[config.mk]
export PLATFORM = sky130hd
export DESIGN_NAME = uart_io_top
export DESIGN_NICKNAME = d
export VERILOG_FILES = /design/src/source/uart_io_pkg.sv /design/src/source/byte_fifo.sv /design/src/source/uart_tx.sv /design/src/source/uart_rx.sv /design/src/source/uart_io_regs.sv /design/src/source/uart_io_top.sv
export VERILOG_INCLUDE_DIRS = /design/src /design/src/source
export SDC_FILE = /design/constraint.sdc
export NUM_CORES = 1
export LEC_CHECK = 0
export ABC_CLOCK_PERIOD_IN_PS = 9550
export BUFFER_PORTS_ARGS = -buffer_cell sky130_fd_sc_hd__buf_2
export CELL_PAD_IN_SITES_DETAIL_PLACEMENT = 0
export CELL_PAD_IN_SITES_GLOBAL_PLACEMENT = 1
export CORE_MARGIN = 3
export CORE_UTILIZATION = 50
export CTS_BUF_LIST = sky130_fd_sc_hd__clkbuf_4
export DETAILED_ROUTE_END_ITERATION = 12
export PLACE_DENSITY = 0.84
export SLEW_MARGIN = 20
export SYNTH_ARGS = -nofsm -noshare
export SYNTH_HDL_FRONTEND = slang
export SYNTH_SLANG_ARGS = --single-unit
[constraint.sdc]
create_clock -name clock -period 9.55 [get_ports clock]
set_input_delay 2.865 -clock clock [delete_from_list [all_inputs] [get_ports clock]]
set_output_delay 2.865 -clock clock [all_outputs]
set_load 0.05 [all_outputs]
[src/source/uart_io_cfg.svh]
// UART peripheral configuration macros for register map, bit timing and queue size
`ifndef UART_IO_CFG_SVH
`define UART_IO_CFG_SVH

// ------------------------------
// Register window
// ------------------------------

// Base byte address of the window
`define UART_IO_BASE_ADDR   32'h8000_0000

// Byte offsets of the three word registers
`define UART_IO_STATUS_OFS  32'h0000_0000
`define UART_IO_RXDATA_OFS  32'h0000_0004
`define UART_IO_TXDATA_OFS  32'h0000_0008

// ------------------------------
// Serial timing and queues
// ------------------------------

`define UART_CLKS_PER_BIT   8
`define UART_FIFO_DEPTH     4

`endif

[src/source/uart_io_pkg.sv]
// UART peripheral shared types and status register bit positions
`default_nettype none

package uart_io_pkg;

    // One received frame as stored in the receive queue
    typedef struct packed
    {
        logic [7:0] data;
        logic       frame_error;
    } rx_entry_t;

    // Transmit queue not full
    localparam int status_tx_ready_bit = 0;

    // Receive queue not empty
    localparam int status_rx_valid_bit = 1;

    // Frame error flag of the oldest received entry
    localparam int status_rx_error_bit = 2;

endpackage

`default_nettype wire

[src/source/byte_fifo.sv]
// Synchronous FIFO with valid/ready output side and a configurable payload type
`default_nettype none

module byte_fifo #(
    parameter type item_t = logic [7:0],
    parameter int  depth  = 4
) (
    input  wire   clock,
    input  wire   rst_n,
    input  wire   push,
    input  item_t push_data,
    input  wire   out_ready,
    output logic  full,
    output logic  out_valid,
    output item_t out_data
);

    // Depth is a power of two, pointers carry one extra wrap bit
    localparam int aw = $clog2(depth);

    item_t         mem [depth];
    logic [aw:0]   wr_ptr;
    logic [aw:0]   rd_ptr;
    logic          do_push;
    logic          do_pop;

    // Full when indices match but wrap bits differ
    assign full      = (wr_ptr[aw] != rd_ptr[aw]) && (wr_ptr[aw-1:0] == rd_ptr[aw-1:0]);
    assign out_valid = (wr_ptr != rd_ptr);
    assign out_data  = mem[rd_ptr[aw-1:0]];

    // A push into a full queue is dropped
    assign do_push = push && !full;
    assign do_pop  = out_ready && out_valid;

    always_ff @(posedge clock or negedge rst_n)
    begin
        if (!rst_n)
        begin
            wr_ptr <= '0;
            rd_ptr <= '0;
        end
        else
        begin
            if (do_push)
                wr_ptr <= wr_ptr + 1'b1;
            if (do_pop)
                rd_ptr <= rd_ptr + 1'b1;
        end
    end

    // Storage array
    always_ff @(posedge clock)
    begin
        if (do_push)
            mem[wr_ptr[aw-1:0]] <= push_data;
    end

endmodule

`default_nettype wire

[src/source/uart_tx.sv]
// UART transmitter serializing bytes as 8N1 frames, least significant bit first
`default_nettype none

module uart_tx #(
    parameter int clks_per_bit = 8
) (
    input  wire       clock,
    input  wire       rst_n,
    input  wire       in_valid,
    input  wire [7:0] in_data,
    output logic      in_ready,
    output logic      sout
);

    localparam int            cw       = (clks_per_bit > 1) ? $clog2(clks_per_bit) : 1;
    localparam logic [cw-1:0] baud_end = cw'(clks_per_bit - 1);

    logic          busy;
    logic [cw-1:0] baud_cnt;
    logic [3:0]    bit_idx;
    logic [8:0]    frame_q;
    logic          bit_end;

    assign in_ready = !busy;
    assign bit_end  = busy && (baud_cnt == baud_end);

    // ------------------------------
    // Bit sequencing
    // ------------------------------
    always_ff @(posedge clock or negedge rst_n)
    begin
        if (!rst_n)
        begin
            busy     <= 1'b0;
            sout     <= 1'b1;
            baud_cnt <= '0;
            bit_idx  <= '0;
        end
        else if (!busy)
        begin
            // Start bit goes out right after the transfer
            if (in_valid)
            begin
                busy     <= 1'b1;
                sout     <= 1'b0;
                baud_cnt <= '0;
                bit_idx  <= '0;
            end
        end
        else if (bit_end)
        begin
            baud_cnt <= '0;
            if (bit_idx == 4'd9)
            begin
                busy <= 1'b0;
                sout <= 1'b1;
            end
            else
            begin
                sout    <= frame_q[0];
                bit_idx <= bit_idx + 1'b1;
            end
        end
        else
            baud_cnt <= baud_cnt + 1'b1;
    end

    // Data bits followed by the stop bit, shifted out from bit 0
    always_ff @(posedge clock)
    begin
        if (in_valid && !busy)
            frame_q <= {1'b1, in_data};
        else if (bit_end)
            frame_q <= {1'b1, frame_q[8:1]};
    end

endmodule

`default_nettype wire

[src/source/uart_rx.sv]
// UART receiver with input synchronizer, mid-bit sampling and stop bit framing check
`default_nettype none

module uart_rx
    import uart_io_pkg::*;
#(
    parameter int clks_per_bit = 8
) (
    input  wire       clock,
    input  wire       rst_n,
    input  wire       sin,
    output logic      out_valid,
    output rx_entry_t out_data
);

    localparam int            cw       = (clks_per_bit > 1) ? $clog2(clks_per_bit) : 1;
    localparam logic [cw-1:0] baud_end = cw'(clks_per_bit - 1);
    localparam logic [cw-1:0] half_end = cw'(clks_per_bit / 2 - 1);

    typedef enum logic [1:0]
    {
        RX_IDLE,
        RX_START,
        RX_DATA,
        RX_STOP
    } rx_state_t;

    rx_state_t     state;
    logic [1:0]    sync_q;
    logic          sin_s;
    logic          sin_d;
    logic [cw-1:0] baud_cnt;
    logic [2:0]    bit_idx;
    logic [7:0]    shift_q;
    logic          err_q;

    assign sin_s    = sync_q[1];
    assign out_data = '{data: shift_q, frame_error: err_q};

    // Two-stage synchronizer plus one delay stage for edge detect
    always_ff @(posedge clock or negedge rst_n)
    begin
        if (!rst_n)
        begin
            sync_q <= 2'b11;
            sin_d  <= 1'b1;
        end
        else
        begin
            sync_q <= {sync_q[0], sin};
            sin_d  <= sin_s;
        end
    end

    // ------------------------------
    // Frame FSM
    // ------------------------------
    always_ff @(posedge clock or negedge rst_n)
    begin
        if (!rst_n)
        begin
            state     <= RX_IDLE;
            baud_cnt  <= '0;
            bit_idx   <= '0;
            out_valid <= 1'b0;
        end
        else
        begin
            out_valid <= 1'b0;
            case (state)
                RX_IDLE:
                begin
                    baud_cnt <= '0;
                    if (sin_d && !sin_s)
                        state <= RX_START;
                end
                RX_START:
                begin
                    if (baud_cnt == half_end)
                    begin
                        baud_cnt <= '0;
                        bit_idx  <= '0;
                        // High again at mid-bit means a glitch
                        state    <= sin_s ? RX_IDLE : RX_DATA;
                    end
                    else
                        baud_cnt <= baud_cnt + 1'b1;
                end
                RX_DATA:
                begin
                    if (baud_cnt == baud_end)
                    begin
                        baud_cnt <= '0;
                        bit_idx  <= bit_idx + 1'b1;
                        if (bit_idx == 3'd7)
                            state <= RX_STOP;
                    end
                    else
                        baud_cnt <= baud_cnt + 1'b1;
                end
                default:
                begin
                    if (baud_cnt == baud_end)
                    begin
                        baud_cnt  <= '0;
                        state     <= RX_IDLE;
                        out_valid <= 1'b1;
                    end
                    else
                        baud_cnt <= baud_cnt + 1'b1;
                end
            endcase
        end
    end

    // Sampled data bits and stop bit check
    always_ff @(posedge clock)
    begin
        if (state == RX_DATA && baud_cnt == baud_end)
            shift_q <= {sin_s, shift_q[7:1]};
        if (state == RX_STOP && baud_cnt == baud_end)
            err_q <= !sin_s;
    end

endmodule

`default_nettype wire

[src/source/uart_io_regs.sv]
// UART bus register block decoding status, receive and transmit data registers
`default_nettype none
`include "uart_io_cfg.svh"

module uart_io_regs
    import uart_io_pkg::*;
(
    input  wire        clock,
    input  wire        rst_n,
    input  wire [31:0] addr,
    input  wire        wr_en,
    input  wire        rd_en,
    input  wire [31:0] wr_data,
    input  wire        tx_full,
    input  wire        rx_valid,
    input  rx_entry_t  rx_entry,
    output logic [31:0] rd_data,
    output logic       tx_push,
    output logic [7:0] tx_byte,
    output logic       rx_pop
);

    localparam logic [31:0] status_addr = `UART_IO_BASE_ADDR + `UART_IO_STATUS_OFS;
    localparam logic [31:0] rxdata_addr = `UART_IO_BASE_ADDR + `UART_IO_RXDATA_OFS;
    localparam logic [31:0] txdata_addr = `UART_IO_BASE_ADDR + `UART_IO_TXDATA_OFS;

    logic        sel_status;
    logic        sel_rxdata;
    logic        sel_txdata;
    logic [31:0] status_word;
    logic        tx_pend_q;

    assign sel_status = (addr == status_addr);
    assign sel_rxdata = (addr == rxdata_addr);
    assign sel_txdata = (addr == txdata_addr);

    // ------------------------------
    // Read side
    // ------------------------------
    always_comb
    begin
        status_word                      = '0;
        status_word[status_tx_ready_bit] = !tx_full;
        status_word[status_rx_valid_bit] = rx_valid;
        status_word[status_rx_error_bit] = rx_valid && rx_entry.frame_error;
    end

    // Unmapped or idle reads return zero
    always_comb
    begin
        rd_data = '0;
        if (rd_en)
        begin
            if (sel_status)
                rd_data = status_word;
            else if (sel_rxdata && rx_valid)
                rd_data = {24'h0, rx_entry.data};
        end
    end

    // Head entry leaves the queue at the end of the read cycle
    assign rx_pop = rd_en && sel_rxdata && rx_valid;

    // ------------------------------
    // Write side
    // ------------------------------

    // Write is staged one cycle, then pushed against the current full flag
    always_ff @(posedge clock or negedge rst_n)
    begin
        if (!rst_n)
            tx_pend_q <= 1'b0;
        else
            tx_pend_q <= wr_en && sel_txdata;
    end

    always_ff @(posedge clock)
    begin
        if (wr_en && sel_txdata)
            tx_byte <= wr_data[7:0];
    end

    // Dropped when the transmit queue is full
    assign tx_push = tx_pend_q && !tx_full;

endmodule

`default_nettype wire

[src/source/uart_io_top.sv]
// UART peripheral top level joining the register block, both queues and serial engines
`default_nettype none
`include "uart_io_cfg.svh"

module uart_io_top
    import uart_io_pkg::*;
(
    input  wire         clock,
    input  wire         rst_n,
    input  wire  [31:0] addr,
    input  wire         wr_en,
    input  wire         rd_en,
    input  wire  [31:0] wr_data,
    input  wire         sin,
    output logic [31:0] rd_data,
    output logic        sout
);

    // Transmit path
    logic       tx_push;
    logic [7:0] tx_byte;
    logic       tx_full;
    logic       tx_valid;
    logic [7:0] tx_data;
    logic       tx_ready;

    // Receive path
    logic       rx_frame_valid;
    rx_entry_t  rx_frame;
    logic       rx_valid;
    rx_entry_t  rx_entry;
    logic       rx_pop;

    uart_io_regs u_regs (
        .clock    (clock),
        .rst_n    (rst_n),
        .addr     (addr),
        .wr_en    (wr_en),
        .rd_en    (rd_en),
        .wr_data  (wr_data),
        .tx_full  (tx_full),
        .rx_valid (rx_valid),
        .rx_entry (rx_entry),
        .rd_data  (rd_data),
        .tx_push  (tx_push),
        .tx_byte  (tx_byte),
        .rx_pop   (rx_pop)
    );

    byte_fifo #(.item_t(logic [7:0]), .depth(`UART_FIFO_DEPTH)) u_tx_fifo (
        .clock     (clock),
        .rst_n     (rst_n),
        .push      (tx_push),
        .push_data (tx_byte),
        .out_ready (tx_ready),
        .full      (tx_full),
        .out_valid (tx_valid),
        .out_data  (tx_data)
    );

    uart_tx #(.clks_per_bit(`UART_CLKS_PER_BIT)) u_tx (
        .clock    (clock),
        .rst_n    (rst_n),
        .in_valid (tx_valid),
        .in_data  (tx_data),
        .in_ready (tx_ready),
        .sout     (sout)
    );

    // Receive queue drops frames on its own when full
    byte_fifo #(.item_t(rx_entry_t), .depth(`UART_FIFO_DEPTH)) u_rx_fifo (
        .clock     (clock),
        .rst_n     (rst_n),
        .push      (rx_frame_valid),
        .push_data (rx_frame),
        .out_ready (rx_pop),
        .full      (),
        .out_valid (rx_valid),
        .out_data  (rx_entry)
    );

    uart_rx #(.clks_per_bit(`UART_CLKS_PER_BIT)) u_rx (
        .clock     (clock),
        .rst_n     (rst_n),
        .sin       (sin),
        .out_valid (rx_frame_valid),
        .out_data  (rx_frame)
    );

endmodule

`default_nettype wire

==> flow_summary.ini, run 1 <==
[outcome]
status = finished, final reports clean

[clock_tree]
cts_resized = 0
cts_root_buf = clkbuf_4
clk_path_buf_depth = 2
cts-buffers-inserted = 17
clock_sinks = 127
cts_tree = done
insertion_delay_ns = 0.52
post_cts_buffers = 0
clk_pin_slew_worst_paths_ns = 0.12
hold_buffers = 0
h-tree-depth = 4

[placement]
hpwl_um = 6270
place.gp.congestion = 0.787
place_inst = 528
port_buffers = 53

[floorplan]
start_util_pct = 52.8
core.rowCount = 37
fp.dieArea_um2 = 12400
die_width_um = 112
die_h_um = 112
core-area_um2 = 10600
io_pins = 102

[critical_path]
path_buf_inv = 2
crit_chain = buf_2 > nor4_2 > nand4_1 > or4b_1 > and2b_1 > buf_2
crit_family = simple AND/OR/NAND/NOR gates
worstRegToRegCells = 4
slowest_delay_ns = 0.76
critical_path_class = in -> out
worstReg2RegStart = u_rx_fifo.rd_ptr[0]$_DFFE_PN0P_
crit_top_cell = buf_2
cp.depth = 6
arrival_ns = 4.74
critical_path.slowest_cell = or4b_1
cp-start-kind = input port
rrSetupSlack_ns = 7.07
end_kind = output pin
critPathCapture = rd_data[7]
rr_endpoint = u_rx_fifo.rd_ptr[1]$_DFFE_PN0P_
cp_max_fo = 7
crit_start = addr[26]
crit_required_ns = 6.69

[global_route]
antenna_found_initial = 0
grt_pass1_vias = 3138
grt_overflow = 0
grt-busiest-layer = met2
track_usage_pct = 15.5
grtUsageMet1_pct = 18.6
grt_pass1_wl_um = 15100
grt_max_degree = 35
globalRouteMet3Util_pct = 4.78
use_met2_pct = 25.9

[timing]
max_freq_mhz = 132
worst_slew_pin_slew_ns = 0.818
min_period_ns = 7.60
fin_crit_sh_pct = 79.6
finClkSkew_ns = 0.0301
hold_violations = 0
rsz0062_at_grt = false
timing.setup.tns_ns = 0
max_slew_margin_pct = 45.5
holdWs_ns = 0.365
setup_violations = 0
slew_viol_final = 0

[synth]
syn_area_um2 = 5570
ys_ff_latch = 127
synth_edf_count = 93
ys_seq_area_share_pct = 65.5
synth_ff_type = edfxtp_1
syn_inst = 348
synth_warnings = 0
avgSynthCellArea_um2 = 16.0
async_reset_ff_share_pct = 26.8
ys_types = 47

[finish]
stdcell_count = 560
drive_gt1_share_pct = 29.7
num-fill-cells = 809
n_antenna_cell = 0
final_nets = 504
area_delta_synth_final_pct = 11.3

[drt]
ant_nets = 0
dr.pass1.iters = 7
wire_per_inst_um = 16.4
drc = 0
vias = 2936
drt_iter0_drc = 174
wirelength_um = 9160
via_per_inst = 5.24

[pwr]
power_uw = 1140
power_density_nw_per_um2 = 183
power_leakage_uw = 0.00240
peakVddDrop_mv = 0.110

[hold_path]
holdCritPathClass = reg -> reg

[flow_run]
cap_violations = 0
-- sequential cells by signal, indices dropped and copies added (netlist names), 4 cells and up --
| name | count |
|---|---|
| u_regs.tx_byte | 8 |
| u_rx.shift_q | 8 |
| u_rx_fifo.mem | 36 |
| u_tx.bit_idx | 4 |
| u_tx.frame_q | 8 |
| u_tx_fifo.mem | 32 |
-- worst min path at each step --
stage,from,end,slack (ns),depth (start not counted)
floorplan,u_rx.sync_q[0]$_DFF_PN1_,u_rx.sync_q[1]$_DFF_PN1_,0.35,0
global placement,u_rx.sync_q[0]$_DFF_PN1_,u_rx.sync_q[1]$_DFF_PN1_,0.35,0
detailed placement,u_rx.sync_q[0]$_DFF_PN1_,u_rx.sync_q[1]$_DFF_PN1_,0.35,0
CTS,u_rx.sync_q[0]$_DFF_PN1_,u_rx.sync_q[1]$_DFF_PN1_,0.37,0
global route,u_rx.sync_q[0]$_DFF_PN1_,u_rx.sync_q[1]$_DFF_PN1_,0.37,0
finish,u_rx.sync_q[0]$_DFF_PN1_,u_rx.sync_q[1]$_DFF_PN1_,0.37,0
-- placed cells by master, fill, tap and decap left out, types with 14 or more instances in the layout --
cell	synthesis	layout
edfxtp_1	93	93
buf_2	4	53
dfrtp_1	30	30
ha_1	24	24
conb_1	1	24
mux4_2	17	17
clkbuf_4	0	17
inv_1	16	16
nand2_1	14	14
-- Yosys cell counts (2+ instances only) --
cell | count | area, µm²
a21oi_1 | 2 | 10.0
a22o_1 | 3 | 26.3
a22oi_1 | 2 | 15.0
a31oi_1 | 3 | 18.8
a32o_1 | 2 | 20.0
and2_1 | 10 | 62.6
and2b_1 | 3 | 22.5
buf_2 | 4 | 20.0
buf_4 | 25 | 188
clkbuf_1 | 5 | 18.8
dfrtp_1 | 30 | 751
dfstp_2 | 4 | 105
edfxtp_1 | 93 | 2790
ha_1 | 24 | 300
inv_1 | 16 | 60.1
mux2_2 | 8 | 90.1
mux2i_1 | 3 | 30.0
mux4_2 | 17 | 383
nand2_1 | 14 | 52.6
nand2b_1 | 3 | 18.8
nand3_1 | 2 | 10.0
nand3b_1 | 2 | 15.0
nand4_1 | 6 | 37.5
nor2_1 | 4 | 15.0
nor2b_1 | 5 | 31.3
nor3_1 | 3 | 15.0
nor4_1 | 3 | 18.8
nor4_2 | 6 | 75.1
o21ai_0 | 8 | 40.0
o22ai_1 | 2 | 12.5
o31a_1 | 2 | 17.5
o31ai_1 | 2 | 15.0
xnor2_1 | 9 | 78.8
xor2_1 | 10 | 87.6
-- cells by family (layout without fill, tap and decap cells) --
kind of cell / count (synthesis) / in the layout / share of synthesized area [%]
flip-flops: 127 / 127 / 65.5
AND/OR/NAND/NOR: 67 / 67 / 7.68
buffers and inverters: 50 / 103 / 5.14
AO/OA/AOI/OAI: 31 / 31 / 3.93
multiplexers: 29 / 29 / 9.30
adder cells (fa/ha/maj): 24 / 24 / 5.39
XOR/XNOR: 19 / 19 / 2.99
other: 1 / 24 / 0.0673
-- stage by stage --
| stage | utilization, % | worst slack, ns | area, µm² |
|---|---|---|---|
| after global placement | 55.8 | 1.93 | 5890 |
| after detailed placement | 55.8 | 1.92 | 5890 |
| after CTS | 58.7 | 1.90 | 6200 |
| after floorplan | - | 1.98 | 5660 |
| after global routing | 58.7 | 1.81 | 6200 |
| final | 58.7 | 1.95 | 6200 |
-- routing by layer --
layer / vias up / routed length, µm
met5: - / 0
met4: 0 / 172
met3: 16 / 456
met2: 74 / 4640
met1: 1452 / 3890
li1: 1394 / -
-- area by class of cell --
class                   count  area [µm²]  area share (%)
clock buffers              17         128            2.06
clock inverters            15         185            2.99
flip-flops and latches    127        3650            58.8
multi-input cells         194        1730            27.9
inverters                  16        60.1           0.969
repair buffers             55         280            4.52
well taps                 136         170            2.74
-- worst reg2reg max path, delay by kind of cell, from the launching register on --
family	cells	cell delay (ns)
DFF	1	0.82
xor gates and xnor gates	1	0.20
muxes	1	0.33
and+or+nand+nor	2	1.03
-- power breakdown --
part           switching [µW]  leakage (µW)  internal (µW)
Clock                     201      0.000165            185
Sequential               13.7       0.00126            607
Combinational            83.9      0.000966           46.6
Total                     299       0.00240            838
No activity file was read; power rests on OpenSTA's default activity.
==> inputs of run 2 (changes only) <==
--- a/config.mk
+++ b/config.mk
@@ -6,15 +6,15 @@
 export SDC_FILE = /design/constraint.sdc
 export NUM_CORES = 1
 export LEC_CHECK = 0
-export ABC_CLOCK_PERIOD_IN_PS = 9550
+export ABC_CLOCK_PERIOD_IN_PS = 6700
 export BUFFER_PORTS_ARGS = -buffer_cell sky130_fd_sc_hd__buf_2
 export CELL_PAD_IN_SITES_DETAIL_PLACEMENT = 0
 export CELL_PAD_IN_SITES_GLOBAL_PLACEMENT = 1
 export CORE_MARGIN = 3
-export CORE_UTILIZATION = 50
+export CORE_UTILIZATION = 43
 export CTS_BUF_LIST = sky130_fd_sc_hd__clkbuf_4
 export DETAILED_ROUTE_END_ITERATION = 12
-export PLACE_DENSITY = 0.84
+export PLACE_DENSITY = 0.77
 export SLEW_MARGIN = 20
 export SYNTH_ARGS = -nofsm -noshare
 export SYNTH_HDL_FRONTEND = slang
==> constraint.sdc (replaced) <==
create_clock -name clock -period 6.7 [get_ports clock]
set_input_delay 2.01 -clock clock [delete_from_list [all_inputs] [get_ports clock]]
set_output_delay 2.01 -clock clock [all_outputs]
set_load 0.05 [all_outputs]
==> run 2 against run 1 <==
Worst hold slack lost 0.0037 ns. Global-route usage shrank 2.6 points. Critical path depth is the same. Clock power grew 46%. Sequential power grew 42%. Total power grew 44%. Routed wire length shrank 5.5%. Combinational power grew 44%. Critical path type unchanged. Critical endpoint unchanged.
==> flow_summary.ini, run 2 (synthesized netlist as in run 1, its figures left out) <==
[outcome]
status = finished, final reports clean

[critical_path]
crit_start = addr[26]
slowest_delay_ns = 0.76
rr_endpoint = u_rx_fifo.rd_ptr[1]$_DFFE_PN0P_
critical_path_class = in -> out
cp_max_fo = 7
rrSetupSlack_ns = 4.26
crit_required_ns = 4.69
worstReg2RegStart = u_rx_fifo.rd_ptr[0]$_DFFE_PN0P_
cp-start-kind = input port
end_kind = output pin
critical_path.slowest_cell = or4b_1
crit_top_cell = buf_2
critPathCapture = rd_data[7]
crit_chain = buf_2 > nor4_2 > nand4_1 > or4b_1 > and2b_1 > buf_2
worstRegToRegCells = 4
arrival_ns = 3.91

[clock_tree]
hold_buffers = 0
clock_sinks = 127
post_cts_buffers = 0
insertion_delay_ns = 0.51
cts_resized = 0
cts_root_buf = clkbuf_4
cts_tree = done
clk_path_buf_depth = 2
cts-buffers-inserted = 17
h-tree-depth = 4
clk_pin_slew_worst_paths_ns = 0.11

[placement]
place.gp.congestion = 0.731
hpwl_um = 5920
placed_area_um2 = 5930
port_buffers = 53
dpl_worst_slack_ns = 0.747

[floorplan]
start_util_pct = 45.2
core-area_um2 = 12300
io_pins = 102
fp.dieArea_um2 = 14400
core.rowCount = 40
die_h_um = 120
die_width_um = 120

[pwr]
switchingPower_uw = 398
peakVddDrop_mv = 0.145
power_leakage_uw = 0.00240
p_seq_share_pct = 54.1
power_switching_share_pct = 24.3
clkPwrFrac_pct = 34.5
power_density_nw_per_um2 = 262
p_comb_share_pct = 11.4
power_uw = 1630
p_int_uw = 1240

[timing]
max_freq_mhz = 169
rsz0062_at_grt = false
hold_violations = 0
slew_viol_final = 0
min_period_ns = 5.92
fin_ws_ns = 0.782
timing.setup.tns_ns = 0
worst_slew_pin_slew_ns = 0.762
setup_violations = 0
finClkSkew_ns = 0.0138
fin_crit_sh_pct = 88.3
max_slew_margin_pct = 49.2

[hold_path]
holdCritPathClass = reg -> reg

[drt]
wire_per_inst_um = 14.6
drc = 0
vias = 2908
drt_iter0_drc = 121
wirelength_um = 8660
dr.pass1.iters = 4
via_per_inst = 4.91
ant_nets = 0

[finish]
final_nets = 504
fin_area_um2 = 6240
final_util_pct = 50.7
mostFrequentLayoutCells = edfxtp_1, buf_2, dfrtp_1
num-fill-cells = 1057
n_antenna_cell = 0
largest_reg_flops = 36
drive_gt1_share_pct = 29.7
layout_commonest_cell = edfxtp_1
area_delta_synth_final_pct = 12.1

[global_route]
antenna_found_initial = 0
grt_max_degree = 35
track_usage_pct = 13.0
grt_overflow = 0
grt_pass1_wl_um = 14200
grt_pass1_vias = 2923

[flow_run]
cap_violations = 0
## run 2: changes by cell type in the layout (fill, tap and decap cells not counted), sizes merged
cell | previous run | this run
clkinv | 8 | 6
clkinvlp | 1 | 2
inv | 19 | 16
clkbuf | 17 | 20
bufinv | 3 | 4
## run 2: per-stage QoR
step | hold slack, ns | cells
after floorplan | 0.345 | 371
after global placement | 0.346 | 560
after detailed placement | 0.347 | 560
after CTS | 0.363 | 592
after global routing | 0.372 | 592
final | 0.362 | 592
## run 2: area by class of cell
type	count	area [µm²]	area share (%)
clock buffer	20	150	2.40
clock inverter	12	168	2.68
inverter	16	60.1	0.962
multi-input combinational	194	1730	27.7
sequential	127	3650	58.4
tap	168	210	3.37
timing repair buffer	55	280	4.49
## run 2: worst max-delay path: cells and delay by family
family	cells	cell delay [ns]
AND/OR/NAND/NOR	4	1.53
buffers and inverters	2	0.36
## run 2: power by group through the flow
stage	clock, µW	sequential, µW	combinational, µW
global route	616	887	211
global placement	0	899	180
detailed placement	0	902	184
finish	564	884	187
floorplan	0	896	150
CTS	582	884	187
## run 2: routing by layer
layer / part of all wire [%] / up-vias / track usage (%)
met5: 0 / - / 0
met2: 51 / 74 / 21.2
met4: 1.1 / 0 / 5.58
met3: 5.0 / 8 / 4.76
li1: - / 1391 / -
met1: 43 / 1435 / 15.6
## run 2: worst min path at each step
stage	from	endpoint	slack, ns	cells past startpoint
finish	u_rx.sync_q[0]$_DFF_PN1_	u_rx.sync_q[1]$_DFF_PN1_	0.36	0
floorplan	u_rx.sync_q[0]$_DFF_PN1_	u_rx.sync_q[1]$_DFF_PN1_	0.35	0
detailed placement	u_rx.sync_q[0]$_DFF_PN1_	u_rx.sync_q[1]$_DFF_PN1_	0.35	0
global placement	u_rx.sync_q[0]$_DFF_PN1_	u_rx.sync_q[1]$_DFF_PN1_	0.35	0
CTS	u_rx.sync_q[0]$_DFF_PN1_	u_rx.sync_q[1]$_DFF_PN1_	0.36	0
global route	u_rx.sync_q[0]$_DFF_PN1_	u_rx.sync_q[1]$_DFF_PN1_	0.37	0
==> inputs of run 3 (changes only) <==
--- a/config.mk
+++ b/config.mk
@@ -6,15 +6,16 @@
 export SDC_FILE = /design/constraint.sdc
 export NUM_CORES = 1
 export LEC_CHECK = 0
+export ABC_AREA = 1
 export ABC_CLOCK_PERIOD_IN_PS = 6700
 export BUFFER_PORTS_ARGS = -buffer_cell sky130_fd_sc_hd__buf_2
 export CELL_PAD_IN_SITES_DETAIL_PLACEMENT = 0
 export CELL_PAD_IN_SITES_GLOBAL_PLACEMENT = 1
 export CORE_MARGIN = 3
-export CORE_UTILIZATION = 43
+export CORE_UTILIZATION = 41
 export CTS_BUF_LIST = sky130_fd_sc_hd__clkbuf_4
 export DETAILED_ROUTE_END_ITERATION = 12
-export PLACE_DENSITY = 0.77
+export PLACE_DENSITY = 0.87
 export SLEW_MARGIN = 20
 export SYNTH_ARGS = -nofsm -noshare
 export SYNTH_HDL_FRONTEND = slang
==> run 3 against run 2 <==
Utilization decreased by 3.4 points. Non-clock buffer count down 2. Clock power decreased by 9.4%. Sequential share of layout area down 1.3 points. Register-to-register slack lost 0.03 ns. Clock-buffer cell count fell by 2. Global-route usage increased by 0.67 points. Critical path depth is 3 higher. Clock skew increased by 0.0053 ns. Final cell count grew 30%. Worst setup slack better by 0.54 ns. Synthesized cell count rose by 49%. Critical path type unchanged.
==> flow_summary.ini, run 3 <==
[outcome]
status = finished, final reports clean

[synth]
async_reset_ff_share_pct = 26.8
synth_ff_type = edfxtp_1
synth.largest_area_cell = edfxtp_1
ys_ff_latch = 127
ys_seq_area_share_pct = 63.0
synth_warnings = 0
syn_inst = 520
yosys.area.top_type_share_pct = 48.2
ys_top_cells_by_count = edfxtp_1, nor2_1, nand2_1
ys_types = 39
synth_area_leaders = edfxtp_1, dfrtp_1, nor2_1
synth.most_common_cell = edfxtp_1
avgSynthCellArea_um2 = 11.1
syn_area_um2 = 5790
synth_edf_count = 93

[finish]
seq_area_um2 = 3650
mostFrequentLayoutCells = edfxtp_1, nor2_1, nand2_1
final_nets = 675
drive_gt1_share_pct = 17.6
area_delta_synth_final_pct = 10.3
largest_reg_flops = 36
multi_input_area_um2 = 1790
n_antenna_cell = 0
num-fill-cells = 1208
final_util_pct = 47.3
layout_commonest_cell = edfxtp_1

[floorplan]
core.rowCount = 42
start_util_pct = 42.9
io_pins = 102
die_width_um = 125
fp.dieArea_um2 = 15600
core-area_um2 = 13500
die_h_um = 125

[drt]
vias = 3657
drc = 0
drt_iter0_drc = 191
wire_per_inst_um = 13.1
wirelength_um = 10100
via_per_inst = 4.74
dr.pass1.iters = 4
ant_nets = 0

[timing]
fin_crit_sh_pct = 80.3
slew_viol_final = 0
setup_violations = 0
worst_slew_pin_slew_ns = 1.05
min_period_ns = 5.38
fin_ws_ns = 1.32
timing.setup.tns_ns = 0
holdWs_ns = 0.363
hold_violations = 0
rsz0062_at_grt = false
max_slew_margin_pct = 29.5
finClkSkew_ns = 0.0191
max_freq_mhz = 186

[critical_path]
crit_start = addr[13]
arrival_ns = 3.37
critical_path_class = in -> out
end_kind = output pin
critical_path.slowest_cell = buf_2
crit_chain = buf_2 > nor2_1 > nand2_1 > nor2_1 > nand2_1 > nor2_4 > nand4_2 > nor2_1 > buf_2
slowest_delay_ns = 0.27
cp-start-kind = input port
rrSetupSlack_ns = 4.23
worstRegToRegCells = 4
worstReg2RegStart = u_rx_fifo.rd_ptr[0]$_DFFE_PN0P_
crit_required_ns = 4.69
rr_endpoint = u_rx_fifo.mem[3][7]$_DFFE_PP_
critPathCapture = rd_data[7]
cp.depth = 9
cp_max_fo = 7
crit_family = simple AND/OR/NAND/NOR gates
path_buf_inv = 2
crit_top_cell = nor2_1

[clock_tree]
cts-buffers-inserted = 17
cts_tree = done
insertion_delay_ns = 0.51
clk_pin_slew_worst_paths_ns = 0.11
hold_buffers = 0
post_cts_buffers = 0
h-tree-depth = 4
cts_resized = 0
clock_sinks = 127
cts_root_buf = clkbuf_4
clk_path_buf_depth = 2

[flow_run]
cap_violations = 0

[global_route]
grt_pass1_wl_um = 17000
grt_max_degree = 35
track_usage_pct = 13.6
grt_pass1_vias = 3577
grt_overflow = 0
antenna_found_initial = 0

[placement]
hpwl_um = 6980
dpl_worst_slack_ns = 1.32
port_buffers = 53
place.gp.congestion = 0.738

[pwr]
power_leakage_uw = 0.00262
power_density_nw_per_um2 = 243
peakVddDrop_mv = 0.251
power_uw = 1550

[hold_path]
holdCritPathClass = reg -> reg
[run 3: metrics by stage]
step,cell area (µm²),std cells
4_1_cts,6390,771
3_5_place_dp,6110,739
2_1_floorplan,5880,543
3_3_place_gp,6110,739
6_report,6390,771
5_1_grt,6390,771
[run 3: how the worst min path moves through the flow]
stage / from / end / slack [ns] / cells past startpoint
6_report: u_rx.sync_q[0]$_DFF_PN1_ / u_rx.sync_q[1]$_DFF_PN1_ / 0.36 / 0
5_1_grt: u_rx.sync_q[0]$_DFF_PN1_ / u_rx.sync_q[1]$_DFF_PN1_ / 0.37 / 0
3_3_place_gp: u_rx.sync_q[0]$_DFF_PN1_ / u_rx.sync_q[1]$_DFF_PN1_ / 0.35 / 0
3_5_place_dp: u_rx.sync_q[0]$_DFF_PN1_ / u_rx.sync_q[1]$_DFF_PN1_ / 0.35 / 0
4_1_cts: u_rx.sync_q[0]$_DFF_PN1_ / u_rx.sync_q[1]$_DFF_PN1_ / 0.36 / 0
2_1_floorplan: u_rx.sync_q[0]$_DFF_PN1_ / u_rx.sync_q[1]$_DFF_PN1_ / 0.35 / 0
[run 3: logic make-up (layout without fill, tap and decap cells)]
| family | Yosys count | in the layout | share of synthesized area [%] |
|---|---|---|---|
| and+or+nand+nor | 193 | 193 | 14.1 |
| adders and majority gates | 24 | 24 | 5.19 |
| xor gates and xnor gates | 13 | 13 | 2.36 |
| buffers and inverters | 83 | 135 | 7.58 |
| other | 1 | 24 | 0.0648 |
| DFF | 127 | 127 | 63.0 |
| AOI/OAI and AO/OA | 78 | 78 | 7.54 |
| muxes | 1 | 1 | 0.173 |
[run 3: routing by layer]
layer | GRT usage (%) | up-vias | routed length [µm]
met4 | 5.55 | 0 | 159
met1 | 16.5 | 1732 | 4450
li1 | - | 1835 | -
met3 | 3.69 | 12 | 477
met2 | 23.1 | 78 | 5020
met5 | 0 | - | 0
[run 3: cell type report]
class	count	share of cell area [%]
Clock buffer	18	2.12
Clock inverter	14	2.23
Inverter	50	2.94
Multi-Input combinational cell	333	28.0
Sequential cell	127	57.1
Tap cell	176	3.45
Timing Repair Buffer	53	4.15
[run 3: power breakdown]
group          internal (µW)  switching, µW  leakage (µW)
logic                   54.1            114       0.00120
registers                857           14.8       0.00126
clock network            225            286      0.000150
[run 3: worst reg2reg max path, cell delays in order, from the launching register on]
cell and delay (ns):
dfrtp_1 0.81, xnor2_1 0.21, nand3b_1 0.14, nand2_2 0.12
nor2_1 0.81
